## src/cfg_apb_pkg.sv

```systemverilog
/* Shared types for the configuration-space bridge.
   Compiled first; every other file refers to these by scoped name. */

package cfg_apb_pkg;

  // --------------------
  // Request side

  // Only MRD and MWR are ever turned into APB transfers
  typedef enum logic [1:0] {
    MRD   = 2'd0,
    MWR   = 2'd1,
    CFGRD = 2'd2,
    IOWR  = 2'd3
  } cfg_op_e;

  typedef struct packed {
    logic        valid;
    cfg_op_e     opcode;
    logic [2:0]  bar;
    logic [3:0]  be;
    logic [31:0] addr;
    logic [31:0] data;
  } cfg_req_t;

  typedef struct packed {
    logic        read_valid;
    logic        read_miss;
    logic        write_valid;
    logic        write_miss;
    logic        priv_ok;
    logic [31:0] data;
  } cfg_ack_t;

  // Applies to every BAR except BAR 0, which is always open
  typedef struct packed {
    logic rd_en;
    logic wr_en;
  } access_policy_t;

  // Timeout fires once bit pwr2 of the enable-cycle counter is set
  typedef struct packed {
    logic       enable;
    logic [4:0] pwr2;
  } timeout_cfg_t;

  // --------------------
  // APB side

  // Even parity over paddr and pwdata
  typedef struct packed {
    logic a_par;
    logic wd_par;
  } apb_user_t;

  // Populated register blocks behind the decoder
  localparam int NUM_TARGETS = 2;

endpackage

```

## src/apb_csr_block.sv

```systemverilog
/* APB register block with one stored parity bit per word.
   Inserts WAIT_STATES access cycles before pready; out-of-range words error. */

`timescale 1ns/10ps

module apb_csr_block #(
  parameter int REGS_PER_BLOCK = 16,
  parameter int WAIT_STATES    = 0
) (
  input  logic                   prim_gated_clk,
  input  logic                   prim_gated_rst_b,
  input  logic                   sel,
  input  logic                   penable,
  input  logic                   pwrite,
  input  logic [31:0]            paddr,
  input  logic [31:0]            pwdata,
  input  cfg_apb_pkg::apb_user_t puser,
  output logic                   pready,
  output logic                   pslverr,
  output logic [31:0]            prdata,
  output logic                   prdata_par
);

  localparam int IDX_W  = (REGS_PER_BLOCK > 1) ? $clog2(REGS_PER_BLOCK) : 1;
  localparam int WAIT_W = (WAIT_STATES > 0) ? $clog2(WAIT_STATES + 1) : 1;

  logic [31:0]               regs_q [REGS_PER_BLOCK];
  logic [REGS_PER_BLOCK-1:0] par_q;
  logic [25:0]               word_idx;
  logic [IDX_W-1:0]          idx;
  logic                      in_range;
  logic                      access;
  logic [WAIT_W-1:0]         wait_cnt_q;
  logic                      wait_done;
  logic                      wr_en;

  // Word index inside the 256 MB region
  assign word_idx = paddr[27:2];
  assign idx      = word_idx[IDX_W-1:0];
  assign in_range = (word_idx < 26'(REGS_PER_BLOCK));

  assign access    = sel & penable;
  assign wait_done = (wait_cnt_q == WAIT_W'(WAIT_STATES));

  // --------------------
  // Wait states

  always_ff @(posedge prim_gated_clk or negedge prim_gated_rst_b) begin
    if (!prim_gated_rst_b) begin
      wait_cnt_q <= '0;
    end else if (!access || wait_done) begin
      wait_cnt_q <= '0;
    end else begin
      wait_cnt_q <= wait_cnt_q + 1'b1;
    end
  end

  assign pready  = access & wait_done;
  assign pslverr = pready & ~in_range;
  assign wr_en   = pready & pwrite & in_range;

  // --------------------
  // Register file

  // Write parity is stored as sent, so a bad one shows on a later read
  always_ff @(posedge prim_gated_clk or negedge prim_gated_rst_b) begin
    if (!prim_gated_rst_b) begin
      for (int i = 0; i < REGS_PER_BLOCK; i++) begin
        regs_q[i] <= '0;
      end
      par_q <= '0;
    end else if (wr_en) begin
      regs_q[idx] <= pwdata;
      par_q[idx]  <= puser.wd_par;
    end
  end

  assign prdata     = in_range ? regs_q[idx] : '0;
  assign prdata_par = in_range & par_q[idx];

endmodule

```

## src/apb_target_decode.sv

```systemverilog
/* APB address decoder: region N+1 selects register block N, the next region
   is an absent target and every other region answers with a slave error. */

`timescale 1ns/10ps

module apb_target_decode (
  input  logic                                        psel,
  input  logic [31:0]                                 paddr,
  output logic [cfg_apb_pkg::NUM_TARGETS-1:0]         sel,
  input  logic [cfg_apb_pkg::NUM_TARGETS-1:0]         t_pready,
  input  logic [cfg_apb_pkg::NUM_TARGETS-1:0]         t_pslverr,
  input  logic [cfg_apb_pkg::NUM_TARGETS-1:0]         t_prdata_par,
  input  logic [cfg_apb_pkg::NUM_TARGETS-1:0][31:0]   t_prdata,
  output logic                                        pready,
  output logic                                        pslverr,
  output logic [31:0]                                 prdata,
  output logic                                        prdata_par
);

  // Region just past the populated blocks, nothing there ever answers
  localparam logic [3:0] ABSENT_REGION = 4'(cfg_apb_pkg::NUM_TARGETS + 1);

  logic [3:0] region;

  assign region = paddr[31:28];

  // Block i lives at region i+1
  always_comb begin
    for (int i = 0; i < cfg_apb_pkg::NUM_TARGETS; i++) begin
      sel[i] = psel && (region == 4'(i + 1));
    end
  end

  // --------------------
  // Response mux

  always_comb begin
    // Error regions, zero data with its even parity
    pready     = 1'b1;
    pslverr    = 1'b1;
    prdata     = '0;
    prdata_par = 1'b0;
    if (region == ABSENT_REGION) begin
      pready  = 1'b0;
      pslverr = 1'b0;
    end
    for (int i = 0; i < cfg_apb_pkg::NUM_TARGETS; i++) begin
      if (region == 4'(i + 1)) begin
        pready     = t_pready[i];
        pslverr    = t_pslverr[i];
        prdata     = t_prdata[i];
        prdata_par = t_prdata_par[i];
      end
    end
  end

endmodule

```

## src/cfg_apb_master.sv

```systemverilog
/* Bridge master: checks cfg requests, rejects bad ones with a miss and turns
   the rest into single APB transfers with a programmable timeout. */

`timescale 1ns/10ps

module cfg_apb_master (
  input  logic                        prim_gated_clk,
  input  logic                        prim_gated_rst_b,
  input  logic                        func_rst_b,
  input  cfg_apb_pkg::cfg_req_t       cfg_req,
  input  logic                        apar,
  input  logic                        dpar,
  input  cfg_apb_pkg::access_policy_t policy,
  input  cfg_apb_pkg::timeout_cfg_t   timeout_cfg,
  output cfg_apb_pkg::cfg_ack_t       cfg_ack,
  output logic [1:0]                  ack_err,
  output logic                        timeout_error,
  output logic                        idle,
  output logic                        psel,
  output logic                        penable,
  output logic                        pwrite,
  output logic [31:0]                 paddr,
  output logic [31:0]                 pwdata,
  output cfg_apb_pkg::apb_user_t      puser,
  input  logic                        pready,
  input  logic                        pslverr,
  input  logic [31:0]                 prdata,
  input  logic                        prdata_par
);

  typedef enum logic [1:0] {
    ST_IDLE,
    ST_SETUP,
    ST_ACCESS,
    ST_DONE
  } state_e;

  state_e      state_q;
  state_e      state_next;

  logic        ack_pulse;
  logic        req_live;
  logic        is_read;
  logic        op_ok;
  logic        region_ok;
  logic        policy_ok;
  logic        accept;
  logic        start;
  logic        reject;
  logic        in_access;
  logic        in_done;
  logic        tout_hit;

  logic        pwrite_q;
  logic [31:0] paddr_q;
  logic [31:0] pwdata_q;
  logic        apar_q;
  logic        dpar_q;
  logic [31:0] tcnt_q;
  logic        timeout_q;

  logic        slverr_q;
  logic [31:0] rdata_q;
  logic        rpar_q;

  logic        rvalid_q;
  logic        wvalid_q;
  logic        miss_q;
  logic        priv_q;
  logic [31:0] ack_data_q;

  // --------------------
  // Request check

  // A request still held during its own acknowledge must not be taken twice
  assign ack_pulse = rvalid_q | wvalid_q;
  assign req_live  = cfg_req.valid & ~ack_pulse & (state_q == ST_IDLE);

  assign is_read = (cfg_req.opcode == cfg_apb_pkg::MRD) ||
                   (cfg_req.opcode == cfg_apb_pkg::CFGRD);
  assign op_ok   = (cfg_req.opcode == cfg_apb_pkg::MRD) ||
                   (cfg_req.opcode == cfg_apb_pkg::MWR);

  assign region_ok = (cfg_req.addr[31:28] >= 4'd1) && (cfg_req.addr[31:28] <= 4'd10);

  // BAR 0 bypasses the policy
  assign policy_ok = (cfg_req.bar == 3'd0) || (is_read ? policy.rd_en : policy.wr_en);

  assign accept = op_ok & (&cfg_req.be) & region_ok & policy_ok;
  assign start  = req_live & accept;
  assign reject = req_live & ~accept;

  assign in_access = (state_q == ST_ACCESS);
  assign in_done   = (state_q == ST_DONE);
  assign tout_hit  = timeout_cfg.enable & tcnt_q[timeout_cfg.pwr2];

  // --------------------
  // APB phase FSM

  always_comb begin
    state_next = state_q;
    case (state_q)
      ST_IDLE: begin
        if (start) begin
          state_next = ST_SETUP;
        end
      end
      ST_SETUP: begin
        state_next = ST_ACCESS;
      end
      // pready wins over a timeout in the same cycle
      ST_ACCESS: begin
        if (pready || tout_hit) begin
          state_next = ST_DONE;
        end
      end
      default: begin
        state_next = ST_IDLE;
      end
    endcase
  end

  always_ff @(posedge prim_gated_clk or negedge prim_gated_rst_b) begin
    if (!prim_gated_rst_b) begin
      state_q   <= ST_IDLE;
      pwrite_q  <= 1'b0;
      tcnt_q    <= '0;
      timeout_q <= 1'b0;
      rvalid_q  <= 1'b0;
      wvalid_q  <= 1'b0;
      miss_q    <= 1'b0;
      priv_q    <= 1'b1;
    end else if (!func_rst_b) begin
      state_q   <= ST_IDLE;
      pwrite_q  <= 1'b0;
      tcnt_q    <= '0;
      timeout_q <= 1'b0;
      rvalid_q  <= 1'b0;
      wvalid_q  <= 1'b0;
      miss_q    <= 1'b0;
      priv_q    <= 1'b1;
    end else begin
      state_q <= state_next;
      if (start) begin
        pwrite_q <= ~is_read;
      end
      // Enable cycles of the current transfer
      if (in_access && !pready) begin
        tcnt_q <= tcnt_q + 32'd1;
      end else begin
        tcnt_q <= '0;
      end
      if (in_access && !pready && tout_hit) begin
        timeout_q <= 1'b1;
      end else if (in_done) begin
        timeout_q <= 1'b0;
      end
      rvalid_q <= (reject & is_read) | (in_done & ~pwrite_q);
      wvalid_q <= (reject & ~is_read) | (in_done & pwrite_q);
      miss_q   <= reject | (in_done & timeout_q);
      priv_q   <= policy_ok;
    end
  end

  // --------------------
  // Request and response payload

  always_ff @(posedge prim_gated_clk) begin
    if (start) begin
      paddr_q  <= cfg_req.addr;
      pwdata_q <= cfg_req.data;
      apar_q   <= apar;
      dpar_q   <= dpar;
    end
    if (in_access && pready) begin
      slverr_q <= pslverr;
      rdata_q  <= prdata;
      rpar_q   <= prdata_par;
    end
    // Misses, timeouts and writes return zero data
    if (reject || in_done) begin
      ack_data_q <= (in_done & ~timeout_q & ~pwrite_q) ? rdata_q : '0;
    end
  end

  assign psel         = (state_q == ST_SETUP) || in_access;
  assign penable      = in_access;
  assign pwrite       = pwrite_q;
  assign paddr        = paddr_q;
  assign pwdata       = pwdata_q;
  assign puser.a_par  = apar_q;
  assign puser.wd_par = dpar_q;

  // --------------------
  // Acknowledge

  assign cfg_ack.read_valid  = rvalid_q;
  assign cfg_ack.read_miss   = rvalid_q & miss_q;
  assign cfg_ack.write_valid = wvalid_q;
  assign cfg_ack.write_miss  = wvalid_q & miss_q;
  assign cfg_ack.priv_ok     = ~ack_pulse | priv_q;
  assign cfg_ack.data        = ack_data_q;

  // Bit 1 slave error, bit 0 read data parity mismatch
  assign ack_err = {ack_pulse & ~miss_q & slverr_q,
                    rvalid_q & ~miss_q & (^{rpar_q, rdata_q})};

  assign timeout_error = timeout_q;
  assign idle          = (state_q == ST_IDLE);

endmodule

```

## src/cfg_apb_top.sv

```systemverilog
/* Bridge top: master, address decoder and two register blocks.
   Only the cfg side is exposed; the APB bus stays internal. */

`timescale 1ns/10ps

module cfg_apb_top #(
  parameter int REGS_PER_BLOCK = 16,
  parameter int WAIT_STATES_0  = 0,
  parameter int WAIT_STATES_1  = 2
) (
  input  logic                        prim_gated_clk,
  input  logic                        prim_gated_rst_b,
  input  logic                        func_rst_b,
  input  cfg_apb_pkg::cfg_req_t       cfg_req,
  input  logic                        apar,
  input  logic                        dpar,
  input  cfg_apb_pkg::access_policy_t policy,
  input  cfg_apb_pkg::timeout_cfg_t   timeout_cfg,
  output cfg_apb_pkg::cfg_ack_t       cfg_ack,
  output logic [1:0]                  ack_err,
  output logic                        timeout_error,
  output logic                        idle
);

  // --------------------
  // Master side APB
  logic                                      psel;
  logic                                      penable;
  logic                                      pwrite;
  logic [31:0]                               paddr;
  logic [31:0]                               pwdata;
  cfg_apb_pkg::apb_user_t                    puser;
  logic                                      pready;
  logic                                      pslverr;
  logic [31:0]                               prdata;
  logic                                      prdata_par;

  // Per block select and response
  logic [cfg_apb_pkg::NUM_TARGETS-1:0]       sel;
  logic [cfg_apb_pkg::NUM_TARGETS-1:0]       t_pready;
  logic [cfg_apb_pkg::NUM_TARGETS-1:0]       t_pslverr;
  logic [cfg_apb_pkg::NUM_TARGETS-1:0]       t_prdata_par;
  logic [cfg_apb_pkg::NUM_TARGETS-1:0][31:0] t_prdata;

  cfg_apb_master cfg_apb_master_inst (
    .prim_gated_clk   (prim_gated_clk),
    .prim_gated_rst_b (prim_gated_rst_b),
    .func_rst_b       (func_rst_b),
    .cfg_req          (cfg_req),
    .apar             (apar),
    .dpar             (dpar),
    .policy           (policy),
    .timeout_cfg      (timeout_cfg),
    .cfg_ack          (cfg_ack),
    .ack_err          (ack_err),
    .timeout_error    (timeout_error),
    .idle             (idle),
    .psel             (psel),
    .penable          (penable),
    .pwrite           (pwrite),
    .paddr            (paddr),
    .pwdata           (pwdata),
    .puser            (puser),
    .pready           (pready),
    .pslverr          (pslverr),
    .prdata           (prdata),
    .prdata_par       (prdata_par)
  );

  apb_target_decode apb_target_decode_inst (
    .psel         (psel),
    .paddr        (paddr),
    .sel          (sel),
    .t_pready     (t_pready),
    .t_pslverr    (t_pslverr),
    .t_prdata_par (t_prdata_par),
    .t_prdata     (t_prdata),
    .pready       (pready),
    .pslverr      (pslverr),
    .prdata       (prdata),
    .prdata_par   (prdata_par)
  );

  // Block 0 at region 1
  apb_csr_block #(
    .REGS_PER_BLOCK (REGS_PER_BLOCK),
    .WAIT_STATES    (WAIT_STATES_0)
  ) apb_csr_block_0 (
    .prim_gated_clk   (prim_gated_clk),
    .prim_gated_rst_b (prim_gated_rst_b),
    .sel              (sel[0]),
    .penable          (penable),
    .pwrite           (pwrite),
    .paddr            (paddr),
    .pwdata           (pwdata),
    .puser            (puser),
    .pready           (t_pready[0]),
    .pslverr          (t_pslverr[0]),
    .prdata           (t_prdata[0]),
    .prdata_par       (t_prdata_par[0])
  );

  // Block 1 at region 2
  apb_csr_block #(
    .REGS_PER_BLOCK (REGS_PER_BLOCK),
    .WAIT_STATES    (WAIT_STATES_1)
  ) apb_csr_block_1 (
    .prim_gated_clk   (prim_gated_clk),
    .prim_gated_rst_b (prim_gated_rst_b),
    .sel              (sel[1]),
    .penable          (penable),
    .pwrite           (pwrite),
    .paddr            (paddr),
    .pwdata           (pwdata),
    .puser            (puser),
    .pready           (t_pready[1]),
    .pslverr          (t_pslverr[1]),
    .prdata           (t_prdata[1]),
    .prdata_par       (t_prdata_par[1])
  );

endmodule

```

## config.mk

```make
export PLATFORM = sky130hd
export DESIGN_NAME = cfg_apb_top
export DESIGN_NICKNAME = d
export VERILOG_FILES = /design/src/cfg_apb_pkg.sv /design/src/apb_csr_block.sv /design/src/apb_target_decode.sv /design/src/cfg_apb_master.sv /design/src/cfg_apb_top.sv
export SDC_FILE = /design/constraint.sdc
export NUM_CORES = 2
export LEC_CHECK = 0
export BUFFER_PORTS_ARGS = -buffer_cell sky130_fd_sc_hd__clkbuf_2
export CORE_ASPECT_RATIO = 0.8
export CORE_MARGIN = 4
export CORE_UTILIZATION = 55
export DETAILED_ROUTE_END_ITERATION = 10
export GPL_TIMING_DRIVEN = 0
export PLACE_DENSITY_LB_ADDON = 0.05
export SYNTH_ARGS = -nofsm -noshare
export SYNTH_HDL_FRONTEND = slang
export SYNTH_HIERARCHICAL = 1
export SYNTH_SLANG_ARGS = --single-unit
```

## constraint.sdc

```tcl
create_clock -name prim_gated_clk -period 3.05 [get_ports prim_gated_clk]
set_input_delay 0.4575 -clock prim_gated_clk [delete_from_list [all_inputs] [get_ports prim_gated_clk]]
set_output_delay 0.4575 -clock prim_gated_clk [all_outputs]
set_load 0.05 [all_outputs]
```

# Word level (Yosys, flattened, before mapping)
# Cells that the tools add are included.
# word_totals
inputBits	87
elab_cells	196
register_bits	1230
output_inout_bits	41
# op_classes
reduce_logical	25
n_mux	49
eq_ne	13
n_bitwise	47
n_lt_le_gt_ge	8
add_sub_neg	3
# ops
operator	n
512-bit bitwise mux	2
32-bit 2-to-1 mux	11
32-bit binary-select mux with 4-bit select	2
32-bit demux with 4-bit select	1
1-bit AND	33
33-bit parity	1
32-bit by 1-bit adder with 32-bit output, second input constant	1
16-bit bitwise mux	2
26-bit by 5-bit < comparator with 1-bit output, second input constant	1
1-bit 2-to-1 mux	22
1-bit binary-select mux with 4-bit select	2
2-bit == test, second input constant	4
4-bit by 2-bit == test with 1-bit output, second input constant	2
4-bit by 1-bit greater-or-equal comparator with 1-bit output, second input constant	2
1-bit logical AND	8
1-bit logical OR	8
2-bit 2-to-1 mux	4
1-bit inverter	8
5-bit by 6-bit < comparator with 1-bit output, second input constant	1
2-bit case mux with 3 select lines	1
1-bit binary-select mux with 5-bit select	1
5-bit greater-or-equal comparator, second input constant	1
4-bit by 5-bit < comparator with 1-bit output, second input constant	1
5-bit by 1-bit < comparator with 1-bit output, second input constant	1
17 further kinds	25

# Logic depth before layout (Yosys ltp)
# depth
word_depth	12
ltp_mapped	12
mapped_depth_nobuf	10

# Hierarchy
# Netlist, hierarchy kept.
# by_module_without_submodules
module	area_per_inst_um2	seq_area_each_um2	instances	cells_each
apb_csr_block at apb_csr_block_1	24594.8	13262.7	1	1766
apb_csr_block at apb_csr_block_0	24212.0	13237.7	1	1552
cfg_apb_master	6865.3	4966.0	1	436
apb_target_decode	681.9	0.0	1	91

# Least setup slack after synthesis
# Ideal clock, no wire load.
# synth_timing
kind	register to register
from	register cfg_apb_master_inst.state_q[0]
to	register cfg_apb_master_inst.pwrite_q (netlist: cfg_apb_master_inst/pwrite)
arrival_time_ps	3269
setup_time_ps	126
stages_incl_launch_ff	7
slack_ps	-345
path_cell_list	dfrtp_1 -> inv_1 -> ha_1 -> and3_1 -> and4_1 -> mux2i_1 -> nor2b_1
# synth_between
elab_chain_cells	4
# synth_lines
item	line_no	rtl
start, declared	cfg_apb_master.sv:38	state_e state_q;
start signal, assigned	cfg_apb_master.sv:143	state_q <= state_next;
2-bit logical NOT	-	
named net idle	cfg_apb_top.sv:22	output logic idle
1-bit AND	cfg_apb_master.sv:77	assign req_live = cfg_req.valid & ~ack_pulse & (state_q == ST_IDLE);
1-bit AND	cfg_apb_master.sv:90	assign start = req_live & accept;
named net cfg_apb_master_inst.start	cfg_apb_master.sv:48	logic start;
2-bit by 1-bit inequality test with 1-bit output (no line)	-	
end signal, assigned	cfg_apb_master.sv:145	pwrite_q <= ~is_read;
end, declared	cfg_apb_master.sv:54	logic pwrite_q;
# The timed path passes the listed nets, and every way through them passes these cells.
# A chain may end at the register's enable or synchronous reset.

# Final worst setup path
# layout_timing
from	register cfg_apb_master_inst.rdata_q[31]
to	output port ack_err[0]
# layout_between
elab_chain_cells	2
# layout_lines
item	line_no	rtl
start, declared	cfg_apb_master.sv:63	logic [31:0] rdata_q;
start signal, assigned	cfg_apb_master.sv:177	rdata_q <= prdata;
33-bit parity	cfg_apb_master.sv:206	rvalid_q & ~miss_q & (^{rpar_q, rdata_q})};
1-bit AND	cfg_apb_master.sv:206	
end, declared	cfg_apb_top.sv:20	output logic [1:0] ack_err,
# No other way between the ends.

==> metrics.sh <==
SETUP_SLACK_NS=-0.470
STDCELL_COUNT=5685
DRIVE_GT1_SHARE_PCT=44.0
POWER_DENSITY_mW_PER_MM2=533
MAXSLEWHEADROOM_PCT=37.3
ROUTABILITYCONGESTION=0.840
MAXIMUM_CLOCK_PATH_BUFFER_COUNT=3
FP.COREAREA_MM2=0.101
POSTROUTEANTENNANETS=0
MAXCAPVIOLCOUNT=0
CHIPWIDTH_UM=366
GRT_MOST_USED_LAYER='met1'
TRACK_USAGE_PCT=28.0
CTS.CLK_SLEW.WORST_PATHS_NS=0.07
TIMING_WORST_SLEW_PIN_VALUE_NS=0.916
NUMBER_OF_ANTENNA_VIOLATIONS_AT_THE_FIRST_CHECK_IN_GLOBAL_ROUTING=2
FINAL_MAX_SLEW_VIOL_COUNT=0
CLOCK_TREE_FROM_TRITONCTS='built'
DIEAREA_MM2=0.107
ROUTEDWLPERCELL_UM=26.3
CTS_ROOT_BUFFER='clkbuf_16'
SLOWEST_DELAY_NS=0.50
CELL_COUNT_AFTER_PLACEMENT=5302
NUM_IO_PINS=128
ACHIEVABLE-FREQUENCY_MHz=284
DIE_H_UM=294
TIMING.CRITICAL_PATH.MAX_DELAY_FAMILY='XOR/XNOR gates'
GRT_MAX_DEGREE=113
DPL_WORST_SLACK_NS=-1.56
RSZ0062_AT_GRT='yes'
NUM-NETS-FINAL=4343
SYNTH_CELLS=3841
SYN_NETS=3933
R2R_SLACK_NS=0.01
MIN_PATH_TYPE='in2reg'
CTS_INSERTED_BUFFERS=121
CP-STARTPOINT='cfg_apb_master_inst/rdata_q[31]'
SETUP-VIOLATIONS-FINAL=1
GRT.MET2_USAGE_PCT=39.8
TIMING.CRITICAL_PATH.CELLS='xnor2_2, xnor2_4, xnor2_2, xnor3_2, xnor2_4, nor3b_2, clkbuf_8'
TOTALWIRELENGTH_UM=149000
GRT_PASS1_VIAS=35280
WORST-ENDPOINT-REQUIRED_NS=2.59
CTS_NUM_SINKS=1228
CP_NUM_BUF_INV=1
TIMING.SETUP.CRITICAL_PATH_CLASS='reg2out'
GRT_USE_MET3_PCT=6.66
FINAL_MIN_PERIOD_OVER_CLOCK_PERIOD_PCT=115
CLK_LATENCY_NS=0.73
AVGVIACOUNTPERCELL=6.09
POWER_LEAKAGE_nW=31.5
ROWS=104
RUN_STATUS='complete, but fails checks'
DRCVIOLATIONCOUNT=0
IO_BUFFERS=122
SYNTH.YOSYS.WARNINGS=6
DETAILEDROUTE.FIRSTPASSITERATIONCOUNT=6
MET1_USAGE_PCT=43.8
AREA_GROWTH_SYN_TO_LAYOUT_PCT=15.8
FINALHOLDVIOLATIONS=0
IR_WORST_VDD_uV=495
NUMBER_OF_DESIGN_RULE_VIOLATIONS_LEFT_BY_THE_FIRST_DETAILED_ROUTER_ITERATION=2659
FILLERS=7584
CRITPATHARRIVALTIME_NS=3.06
R2R_START='cfg_apb_master_inst/paddr[27]'
CRITICAL_PATH.ENDPOINT_TYPE='output port'
CRITPATHSLOWESTCELL='xnor3_2'
PLACE.DETAILED.HPWL_UM=103000
START_UTIL_PCT=55.6
WIRE_LENGTH_OF_THE_FIRST_GLOBAL_ROUTING_PASS_UM=226000
LAYOUT_MIN_CYCLE_TIME_NS=3.52
DETAILROUTE.VIA_COUNT=34634
AVGSYNTHCELLAREA_UM2=14.6
STARTPOINT_TYPE='flip-flop'
HOLDCRITSTARTPOINT='policy[0]'
GLOBAL_ROUTE.OVERFLOW_TOTAL=0
SYN-CELL-AREA_MM2=0.0563
CTS-HTREE-LEVELS=3
VIOLATIONS='negative setup slack'
CLOCK_SKEW_NS=0.0265
WORSTPATHMAXFANOUT=2
[repair_timing]
| action | CTS | global route |
|---|---|---|
| hold buffers | 63 | 0 |
| setup endpoints to repair | 1083 | 657 |
| buffers inserted | 80 | 14 |
| resized for setup | 177 | 83 |
| hold endpoints to repair | 95 | 0 |
| pin swaps | 38 | 13 |
[final timing paths]
check	end	cells after the start
worst min register to register	apb_csr_block_1/wait_cnt_q[0]	1
worst min-delay path	cfg_apb_master_inst/priv_q	3
worst max-delay path	ack_err[0]	7
max in group asynchronous	apb_csr_block_0/regs_q[421]	6
worst max register to register	cfg_apb_master_inst/rdata_q[14]	8
min in group asynchronous	apb_csr_block_1/regs_q[249]	2
[sequential cells by signal, indices dropped and copies added, names as in the netlist, 2 cells and up]
register / count
apb_csr_block_1/regs_q: 512
apb_csr_block_1/par_q: 16
cfg_apb_master_inst/state_q: 2
cfg_apb_master_inst/ack_data_q: 32
cfg_apb_master_inst/paddr: 30
cfg_apb_master_inst/pwdata: 32
cfg_apb_master_inst/rdata_q: 32
apb_csr_block_0/regs_q: 512
cfg_apb_master_inst/tcnt_q: 32
apb_csr_block_0/par_q: 16
apb_csr_block_1/wait_cnt_q: 2
[area by class of cell]
type,count,area [um2],share of cell area [%]
Tap cell,1325,1660,2.54
Clock inverter,53,464,0.712
Buffer,316,1900,2.92
Sequential cell,1228,31400,48.2
Clock buffer,178,3590,5.51
Inverter,8,30.0,0.0461
Timing Repair Buffer,293,2380,3.66
Antenna cell,1,2.50,0.00384
Multi-Input combinational cell,2283,23700,36.5
[worst min-delay path, cell delays in order]
cell and delay, ns:
clkbuf_2 0.08, mux2i_1 0.08, nand3_1 0.10
[power by group]
part           switching [mW]  total (mW)  internal (mW)  leakage [nW]
Combinational            1.75        2.48          0.731          12.9
Sequential              0.167        17.0           16.8          16.6
Clock                    6.47        15.3           8.78          2.00
[layer usage]
metal / vias up / routed length, um
met5: - / 13
met4: 2 / 3520
met3: 210 / 10400
met2: 978 / 63100
met1: 18376 / 72400
li1: 15068 / -
[layout by cell type (no fill, tap or decap), types with 18 or more instances in the layout]
| cell | n |
|---|---|
| a21oi_1 | 35 |
| a221oi_1 | 34 |
| a22o_1 | 33 |
| a22oi_1 | 109 |
| a22oi_2 | 20 |
| and2_1 | 42 |
| buf_2 | 65 |
| buf_4 | 134 |
| buf_6 | 42 |
| clkbuf_1 | 122 |
| clkbuf_16 | 126 |
| clkbuf_2 | 167 |
| clkbuf_4 | 18 |
| clkbuf_8 | 27 |
| clkinv_2 | 23 |
| dfrtp_1 | 1098 |
| dlygate4sd3_1 | 63 |
| edfxtp_1 | 129 |
| mux2_1 | 36 |
| mux2_2 | 1013 |
| mux2i_1 | 331 |
| mux4_2 | 103 |
| nand2_1 | 65 |
| nand3_1 | 29 |
| nor2_1 | 102 |
| nor3_2 | 24 |
| nor3_4 | 18 |
| nor4_2 | 24 |
| nor4_4 | 20 |
| o22ai_1 | 35 |
| xnor2_1 | 28 |
| xor2_1 | 23 |
[metrics by stage]
| step | hold slack [ns] | instance area (um2) | setup TNS (ns) | utilization, % | total power [mW] |
|---|---|---|---|---|---|
| 6_report | 0.0498 | 65200 | -0.470 | 64.4 | 34.7 |
| 5_1_grt | 0.0223 | 65100 | -0.585 | 64.4 | 35.8 |
| 4_1_cts | 0.00220 | 64900 | -0.438 | 64.2 | 34.9 |
| 3_5_place_dp | 0.404 | 58900 | -803.43 | 58.3 | 19.4 |
| 3_3_place_gp | 0.419 | 58500 | - | 57.9 | 19.4 |
| 2_1_floorplan | 0.162 | 56300 | 0 | - | 18.4 |
No activity file was read; power rests on OpenSTA's default activity.
